[config.mk]
export PLATFORM = sky130hd
export DESIGN_NAME = arm_decode_stage
export DESIGN_NICKNAME = d
export VERILOG_FILES = /design/src/arm_decode_pkg.sv /design/src/arm_instr_decoder.sv /design/src/arm_cond_check.sv /design/src/arm_imm_expander.sv /design/src/arm_decode_stage.sv
export SDC_FILE = /design/constraint.sdc
export NUM_CORES = 1
export LEC_CHECK = 0
export BUFFER_PORTS_ARGS = -buffer_cell sky130_fd_sc_hd__buf_2
export CAP_MARGIN = 20
export CELL_PAD_IN_SITES_DETAIL_PLACEMENT = 0
export CELL_PAD_IN_SITES_GLOBAL_PLACEMENT = 1
export CORE_AREA = 2 2 87 89
export DETAILED_ROUTE_END_ITERATION = 8
export DIE_AREA = 0 0 89 91
export PLACE_DENSITY = 0.87
export SLEW_MARGIN = 20
export SYNTH_ARGS = -nofsm -noshare
export SYNTH_HDL_FRONTEND = slang
export SYNTH_HIERARCHICAL = 1
export SYNTH_SLANG_ARGS = --single-unit
[constraint.sdc]
create_clock -name clk -period 3.2 [get_ports clk]
set_clock_uncertainty 0.05 [all_clocks]
set_input_delay 0.16 -clock clk [delete_from_list [all_inputs] [get_ports clk]]
set_output_delay 0.16 -clock clk [all_outputs]
set_load 0.03 [all_outputs]
[src/arm_decode_pkg.sv]
package arm_decode_pkg;

    localparam int word_width    = 32;
    localparam int reg_idx_width = 4;

    typedef enum logic [4:0] {
        class_bx,
        class_block_xfer,
        class_branch,
        class_branch_link,
        class_swi,
        class_single_xfer,
        class_swap,
        class_mul,
        class_mul_long,
        class_half_reg,
        class_half_imm,
        class_msr,
        class_mrs,
        class_dp_imm,
        class_dp_reg_imm,
        class_dp_reg_reg,
        class_undef
    } instr_class_t;

    // Encodings follow the ARM condition field, bits 31:28
    typedef enum logic [3:0] {
        cond_eq, cond_ne, cond_cs, cond_cc,
        cond_mi, cond_pl, cond_vs, cond_vc,
        cond_hi, cond_ls, cond_ge, cond_lt,
        cond_gt, cond_le, cond_al, cond_nv
    } cond_t;

    typedef enum logic [1:0] {
        shift_lsl,
        shift_lsr,
        shift_asr,
        shift_ror
    } shift_type_t;

    // Rotated 8-bit immediate, used when bit 25 is set
    typedef struct packed {
        logic [3:0] rotate;
        logic [7:0] imm8;
    } op2_imm_form_t;

    // Register shifted by a 5-bit constant
    typedef struct packed {
        logic [4:0]  shift_amount;
        shift_type_t shift_type;
        logic        zero_bit;
        logic [3:0]  rm;
    } op2_shift_imm_form_t;

    // Register shifted by the low byte of rs
    typedef struct packed {
        logic [3:0]  rs;
        logic        zero_bit;
        shift_type_t shift_type;
        logic        one_bit;
        logic [3:0]  rm;
    } op2_shift_reg_form_t;

    typedef union packed {
        op2_imm_form_t       imm_form;
        op2_shift_imm_form_t shift_imm_form;
        op2_shift_reg_form_t shift_reg_form;
    } operand2_u;

endpackage

[src/arm_instr_decoder.sv]
`timescale 1ns/1ps

module arm_instr_decoder (
    input  logic                                     clk,
    input  logic                                     reset,
    input  logic                                     instr_valid,
    input  logic [arm_decode_pkg::word_width-1:0]    instr,
    output logic                                     dec_valid,
    output arm_decode_pkg::instr_class_t             instr_class,
    output arm_decode_pkg::cond_t                    cond,
    output logic [arm_decode_pkg::reg_idx_width-1:0] rn,
    output logic [arm_decode_pkg::reg_idx_width-1:0] rd,
    output logic [arm_decode_pkg::reg_idx_width-1:0] rs,
    output logic [arm_decode_pkg::reg_idx_width-1:0] rm,
    output logic [3:0]                               opcode,
    output logic                                     set_flags,
    output arm_decode_pkg::operand2_u                operand2
);

    import arm_decode_pkg::*;

    instr_class_t next_class;

    // Priority match, earlier patterns shadow later overlapping ones
    always_comb begin
        priority casez (instr)
            // Branch and exchange
            32'b????_0001_0010_1111_1111_1111_0001_????: next_class = class_bx;
            32'b????_100?_????_????_????_????_????_????: next_class = class_block_xfer;
            32'b????_1010_????_????_????_????_????_????: next_class = class_branch;
            32'b????_1011_????_????_????_????_????_????: next_class = class_branch_link;
            32'b????_1111_????_????_????_????_????_????: next_class = class_swi;

            // Register offset with bit 4 set is the undefined slot
            32'b????_01??_????_????_????_????_????_????: begin
                if (instr[25] && instr[4]) begin
                    next_class = class_undef;
                end else begin
                    next_class = class_single_xfer;
                end
            end

            32'b????_0001_0?00_????_????_0000_1001_????: next_class = class_swap;
            32'b????_0000_00??_????_????_????_1001_????: next_class = class_mul;
            32'b????_0000_1???_????_????_????_1001_????: next_class = class_mul_long;

            // Halfword and signed transfers
            32'b????_000?_?0??_????_????_0000_1??1_????: next_class = class_half_reg;
            32'b????_000?_?1??_????_????_????_1??1_????: next_class = class_half_imm;

            // Status register moves sit inside the DP space with S clear
            32'b????_00?1_0?10_????_1111_????_????_????: next_class = class_msr;
            32'b????_0001_0?00_1111_????_0000_0000_0000: next_class = class_mrs;

            32'b????_00??_????_????_????_????_????_????: begin
                if (instr[25]) begin
                    next_class = class_dp_imm;
                end else if (!instr[4]) begin
                    next_class = class_dp_reg_imm;
                end else begin
                    next_class = class_dp_reg_reg;
                end
            end

            // Coprocessor space and anything left over
            default: next_class = class_undef;
        endcase
    end

    always_ff @(posedge clk or posedge reset) begin
        if (reset) begin
            dec_valid <= 1'b0;
        end else begin
            dec_valid <= instr_valid;
        end
    end

    // Fields hold between strobes
    always_ff @(posedge clk or posedge reset) begin
        if (reset) begin
            instr_class <= class_bx;
            cond        <= cond_eq;
            rn          <= '0;
            rd          <= '0;
            rs          <= '0;
            rm          <= '0;
            opcode      <= '0;
            set_flags   <= 1'b0;
            operand2    <= '0;
        end else if (instr_valid) begin
            instr_class <= next_class;
            cond        <= cond_t'(instr[31:28]);
            rn          <= instr[19:16];
            rd          <= instr[15:12];
            rs          <= instr[11:8];
            rm          <= instr[3:0];
            opcode      <= instr[24:21];
            set_flags   <= instr[20];
            operand2    <= operand2_u'(instr[11:0]);
        end
    end

    // One output cycle per strobe, carrying the word strobed on that edge
    a_valid_follows: assert property (
        @(posedge clk) disable iff (reset)
        instr_valid |=> dec_valid && (cond == cond_t'($past(instr[31:28])))
    );

    a_no_spurious_valid: assert property (
        @(posedge clk) disable iff (reset)
        !instr_valid |=> !dec_valid
    );

endmodule

[src/arm_cond_check.sv]
`timescale 1ns/1ps

module arm_cond_check (
    input  arm_decode_pkg::cond_t cond,
    input  logic [3:0]            flags,
    output logic                  cond_pass
);

    import arm_decode_pkg::*;

    logic flag_n;
    logic flag_z;
    logic flag_c;
    logic flag_v;

    // NZCV order, N in the top bit
    assign flag_n = flags[3];
    assign flag_z = flags[2];
    assign flag_c = flags[1];
    assign flag_v = flags[0];

    always_comb begin
        unique case (cond)
            cond_eq: cond_pass = flag_z;
            cond_ne: cond_pass = !flag_z;
            cond_cs: cond_pass = flag_c;
            cond_cc: cond_pass = !flag_c;
            cond_mi: cond_pass = flag_n;
            cond_pl: cond_pass = !flag_n;
            cond_vs: cond_pass = flag_v;
            cond_vc: cond_pass = !flag_v;
            // Unsigned compares
            cond_hi: cond_pass = flag_c && !flag_z;
            cond_ls: cond_pass = !flag_c || flag_z;
            // Signed compares
            cond_ge: cond_pass = (flag_n == flag_v);
            cond_lt: cond_pass = (flag_n != flag_v);
            cond_gt: cond_pass = !flag_z && (flag_n == flag_v);
            cond_le: cond_pass = flag_z || (flag_n != flag_v);
            cond_al: cond_pass = 1'b1;
            // Never on ARMv4
            cond_nv: cond_pass = 1'b0;
            default: cond_pass = 1'b0;
        endcase
    end

endmodule

[src/arm_imm_expander.sv]
`timescale 1ns/1ps

module arm_imm_expander (
    input  arm_decode_pkg::operand2_u                 operand2,
    output logic [arm_decode_pkg::word_width-1:0]     imm_value
);

    import arm_decode_pkg::*;

    logic [word_width-1:0]   imm_ext;
    logic [4:0]              rot_amount;
    logic [2*word_width-1:0] imm_doubled;

    assign imm_ext    = {{(word_width - 8){1'b0}}, operand2.imm_form.imm8};

    // Rotate field counts in steps of two bits
    assign rot_amount = {operand2.imm_form.rotate, 1'b0};

    // Shifting a doubled copy gives the rotate right
    assign imm_doubled = {imm_ext, imm_ext} >> rot_amount;
    assign imm_value   = imm_doubled[word_width-1:0];

    // Zero rotate must pass the byte through zero extended
    always_comb begin
        if (operand2.imm_form.rotate == 4'd0) begin
            a_zero_rotate: assert #0 (imm_value == imm_ext);
        end
    end

endmodule

[src/arm_decode_stage.sv]
`timescale 1ns/1ps

module arm_decode_stage (
    input  logic                                     clk,
    input  logic                                     reset,
    input  logic                                     instr_valid,
    input  logic [arm_decode_pkg::word_width-1:0]    instr,
    input  logic [3:0]                               flags,
    output logic                                     dec_valid,
    output arm_decode_pkg::instr_class_t             instr_class,
    output arm_decode_pkg::cond_t                    cond,
    output logic [arm_decode_pkg::reg_idx_width-1:0] rn,
    output logic [arm_decode_pkg::reg_idx_width-1:0] rd,
    output logic [arm_decode_pkg::reg_idx_width-1:0] rs,
    output logic [arm_decode_pkg::reg_idx_width-1:0] rm,
    output logic [3:0]                               opcode,
    output logic                                     set_flags,
    output arm_decode_pkg::operand2_u                operand2,
    output logic                                     cond_pass,
    output logic [arm_decode_pkg::word_width-1:0]    imm_value
);

    // Registered decode, one cycle after the strobe
    arm_instr_decoder i_decoder (
        .clk         (clk),
        .reset       (reset),
        .instr_valid (instr_valid),
        .instr       (instr),
        .dec_valid   (dec_valid),
        .instr_class (instr_class),
        .cond        (cond),
        .rn          (rn),
        .rd          (rd),
        .rs          (rs),
        .rm          (rm),
        .opcode      (opcode),
        .set_flags   (set_flags),
        .operand2    (operand2)
    );

    // Live flags against the held condition
    arm_cond_check i_cond_check (
        .cond      (cond),
        .flags     (flags),
        .cond_pass (cond_pass)
    );

    arm_imm_expander i_imm_expander (
        .operand2  (operand2),
        .imm_value (imm_value)
    );

endmodule

Word level (Yosys, flattened, before mapping)
Cells that the tools add are included.
- bitwise operators: 0
- mux-type cells: 8
- divide/modulo/power cells: 0
- shifts and indexed selects: 1
- multiply operators: 0
- reductions and logical operators: 11
- $lt $le $gt $ge: 0
- equality and inequality tests: 30
- add/subtract/negate cells: 0
- operators with widths (kind ; number):
    $pmux 5 s9 ; 1
    $eq 4x4->1 const B ; 11
    $shr 40x5->32 ; 1
    $eq 24x21->1 const B ; 1
    $eq 23x20->1 const B ; 1
    $pmux 5 s2 ; 2
    $eq 4x3->1 const B ; 4
    $pmux 1 s16 ; 1
    $eq 15x12->1 const B ; 1
    $mux 5 ; 3
    $eq 10x2->1 const B ; 1
    $eq 10x4->1 const B ; 1
    $eq 10x8->1 const B ; 1
    $eq 9x5->1 const B ; 1
    $eq 4x2->1 const B ; 2
    $eq 6x3->1 const B ; 1
    $eq 4x1->1 const B ; 1
    $logic_not 1->1 ; 4
    $logic_not 4->1 ; 1
    $eq 3x3->1 const B ; 1
    $logic_and 1x1->1 ; 3
    $eq 2x1->1 const B ; 1
    $logic_not 2->1 ; 1
    $logic_or 1x1->1 ; 2
    3 further kinds ; 3
- input bits: 39
- ROM bits: 0
- logic and storage cells: 60
- RAM bits: 0
- memories kept: 0
- bits in latches: 0
- register bits: 43
- output and inout bits: 76

Longest topological paths before layout
- depth in word-level cells: 6
- mapped depth: 6
- gate-level depth less buffers: 5

By module
Netlist, hierarchy kept.
- by module, submodules not included (module ; instances ; sequential area each (um^2) ; cells each ; area an instance (um^2)):
    arm_instr_decoder ; 1 ; 875.8 ; 146 ; 1756.7
    arm_imm_expander ; 1 ; 0.0 ; 98 ; 716.9
    arm_cond_check ; 1 ; 0.0 ; 23 ; 155.1

Worst setup path after synthesis
Ideal clock, no wire load.
- path kind: reg-to-output
- from: reg, netlist name i_decoder/rs[2]
- to: out imm_value[20] (netlist bit)
- data required time: 2990 ps
- stages on the path, launching flop included: 5
- buffers on the path: 2
- data arrival time: 1884 ps
- setup slack: 1106 ps
- path through: dfrtp_1 clkbuf_2 buf_6 nand2_1 o32ai_1
- RTL lines (element ; RTL line ; text):
    end, declared ; arm_decode_stage.sv:20 ; output logic [arm_decode_pkg::word_width-1:0] imm_value

==> impl_metrics.tcl <==
set metrics [dict create \
    outcome "completed" \
    crit_path_arrival_time_ns 2.23 \
    clockPowerShare_pct 20.6 \
    worst_ir_drop_vdd_mv 0.345 \
    dp_hpwl_um 5190 \
    antenna-diode-count 0 \
    power.switching_w 0.000621 \
    wire_length_of_the_first_global_routing_pass_um 10900 \
    postCtsResizedCells 0 \
    path_cells "mux2i_1, o22a_1, nor2_1, buf_2" \
    finalCriticalPeriod_ns 2.44 \
    holdPathEnd "i_decoder/cond[1]" \
    maximum_number_of_pins_on_one_net_before_global_route_repair 41 \
    crit_path_end_kind "output port" \
    final-max-slew-violation-count 0 \
    maxClockFrequency_mhz 409 \
    timing.final.hold_violations 0 \
    cts_root_buffer "sky130_fd_sc_hd__clkbuf_8" \
    die_x_um 89 \
    cp_max_fo 29 \
    ioPinCount 115 \
    holdBufCountCts 1 \
    reg2reg_to "i_decoder/rs[0]" \
    worst-r2r-cell-count 1 \
    drcViolationCount 0 \
    cap_violations 0 \
    groute.usage.overall_pct 16.9 \
    gp_routability_congestion 0.888 \
    drt_iter0_drc 59 \
    cts_setup_buffers 0 \
    initial_utilization_pct 36.8 \
    postSynth.topFlopCell "sky130_fd_sc_hd__dfrtp_1" \
    power_switching_share_pct 42.2 \
    rsz0062_at_grt "false" \
    critPathSlowestCell "sky130_fd_sc_hd__dfrtp_1" \
    placementRows 31 \
    ys.warnings.count 6 \
    worst_slack_ns 0.758 \
    power.share.combinational_pct 40.5 \
    fin_setup_tns_ns 0 \
    grt.busiest_layer "met2" \
    core_area_mm2 0.00714 \
    gr-usage-met3_pct 4.18 \
    clockBufferDepth 2 \
    hold_start "instr[29]" \
    synth.cell_area_mm2 0.00263 \
    ctsHtreeMaxLevel 2 \
    use_met1_pct 23.4 \
    powerDensity_mw_per_mm2 458 \
    die-area_mm2 0.00810 \
    worst_r2r_startpoint "i_decoder/rs[0]" \
    worst_pin_slew_ns 1.11 \
    groute.layer.met2.usage_pct 26.9 \
    netlist.area_leader.share_pct 33.3 \
    cts.sink_count 35 \
    post_synth_num_cell_types 67 \
    post_drt_wl_per_cell_um 15.2 \
    post_drt_via_cell_ratio 5.28 \
    reg2reg_setup_slack_ns 1.71 \
    syn_area_per_cell_um2 9.85 \
    asyncSetResetFlopFracSynth_pct 100 \
    finalWirelength_um 7000 \
    cts_tree "yes" \
    grt_pass1_vias 2163 \
    final_min_period_over_clock_period_pct 76.3 \
    worstSkewPairLatency_ns 0.28 \
    cell_internal_pwr_w 0.000852 \
    synth_top_cell_by_area "sky130_fd_sc_hd__dfrtp_1" \
    drt_first_pass_iters 4 \
    tritoncts.num_buffers 5 \
    post_synth_inst_count 267 \
    power_leakage_nw 1.48 \
    synthToLayoutAreaGrowth_pct 22.3 \
    synth_nets 306 \
    synth_seq_cells 35 \
    dpl_worst_slack_ns 1.12 \
    grt_antenna_before_repair 0 \
    holdCritPathClass "in -> reg" \
    maxSlewHeadroom_pct 26.0 \
    leading_post_synthesis_cells_by_cell_area "sky130_fd_sc_hd__dfrtp_1 33%, sky130_fd_sc_hd__mux2_2 10%, sky130_fd_sc_hd__mux2_1 3.9%" \
    clk_pin_slew_worst_paths_ns 0.07 \
    vias 2438 \
    synth_seq_area_share_pct 33.3 \
    final.hold.worst_slack_ns 0.0445 \
    buffer_ports.inserted 114 \
    nNetsFinal 401 \
    synth-edff-count 0 \
    detail-route-antenna-nets 0 \
    worstSetupPathType "reg -> out" \
    sequential_fraction_of_design_power_pct 39.0 \
    die_h_um 91 \
    cp_data_required_time_ns 2.99 \
    grt_overflow_total 0 \
    hold_depth 2 \
    setup.worst_path.start_class "flip-flop" \
    setup-violations-final 0 \
    drive_above_1_share_pct 44.9 \
    max_stage_delay_ns 1.08 \
]
[cell usage in the layout, fill, tap and decap left out, drive strengths merged, types with 3 or more instances in the layout]
cell type	n
nor2	22
o21ai	8
nand2b	5
dfrtp	35
mux2i	9
o22ai	8
nor2b	8
mux2	33
clkbuf	7
a21oi	8
a211oi	3
inv	7
nor4	4
nor3	9
o22a	3
nand3	8
nand2	18
a31oi	4
nor4bb	3
xor2	3
buf	115
[stage by stage]
stage / util [%] / instances / cell area [um2] / power (W)
floorplan: - / 267 / 2630 / 0.00103
global placement: 43.8 / 453 / 3120 / 0.00117
detailed placement: 43.8 / 453 / 3120 / 0.00118
CTS: 45.1 / 462 / 3220 / 0.00149
global route: 45.1 / 462 / 3220 / 0.00156
finish: 45.1 / 462 / 3220 / 0.00147
[final cells by class]
class,instances,area (um2)
inverter,7,26.3
clock buffer,7,76.3
clock inverter,1,5.00
tap,99,124
multi-input combinational,197,1520
fill,741,3920
sequential,35,876
timing repair buffer,116,588
[metal layers]
metal / vias up / part of all wire (%)
met5: - / 0
met4: 0 / 0.90
met3: 5 / 6.8
met2: 90 / 46
met1: 1160 / 46
li1: 1183 / -
[registers in the layout (all words and copies together), names as in the netlist]
| name | cells |
|---|---|
| i_decoder/cond | 4 |
| i_decoder/instr_class | 5 |
| i_decoder/operand2 | 5 |
| i_decoder/rs | 4 |
| i_decoder/rd | 4 |
| i_decoder/rn | 4 |
| i_decoder/rm | 3 |
| i_decoder/opcode | 4 |
| i_decoder/dec_valid | 1 |
| i_decoder/set_flags | 1 |
[kinds of logic after synthesis]
group | Yosys count | synth area share (%)
compound gates | 55 | 15.9
xor+xnor | 4 | 1.33
buf+inv | 35 | 8.85
flops | 35 | 33.3
mux | 42 | 18.5
simple gates | 96 | 22.1
[power by group through the flow]
stage	clock (W)	sequential (W)	combinational [W]
finish	0.000303	0.000574	0.000596
CTS	0.000317	0.000575	0.000598
detailed placement	0	0.000583	0.000596
global placement	0	0.000579	0.000589
global route	0.000333	0.000587	0.000637
floorplan	0	0.000620	0.000407
[synthesized netlist by cell type (5+ instances only)]
master,count
sky130_fd_sc_hd__a21oi_1,8
sky130_fd_sc_hd__buf_4,12
sky130_fd_sc_hd__clkbuf_1,6
sky130_fd_sc_hd__dfrtp_1,35
sky130_fd_sc_hd__inv_1,7
sky130_fd_sc_hd__mux2_1,9
sky130_fd_sc_hd__mux2_2,24
sky130_fd_sc_hd__mux2i_1,7
sky130_fd_sc_hd__nand2_1,18
sky130_fd_sc_hd__nand2b_1,5
sky130_fd_sc_hd__nand3_1,7
sky130_fd_sc_hd__nor2_1,22
sky130_fd_sc_hd__nor2b_1,8
sky130_fd_sc_hd__nor3_1,7
sky130_fd_sc_hd__o21ai_0,6
sky130_fd_sc_hd__o22ai_1,8
[worst max path at each step]
stage	end	slack (ns)	cells past startpoint	start
2_1_floorplan	imm_value[20]	1.11	4	i_decoder/rs[2]
3_3_place_gp	imm_value[12]	1.18	4	i_decoder/rs[0]
3_5_place_dp	imm_value[7]	1.12	4	i_decoder/rs[1]
4_1_cts	imm_value[29]	0.78	4	i_decoder/rs[0]
5_1_grt	imm_value[10]	0.59	4	i_decoder/rs[0]
6_report	imm_value[29]	0.76	4	i_decoder/rs[0]
[worst max-delay path, delay by kind of cell, from the launching register on]
family,cells,cell delay (ns)
flops,1,1.08
compound gates,1,0.29
mux,1,0.28
buf+inv,1,0.22
simple gates,1,0.09
Note: power is estimated with default switching activity, not from simulation.
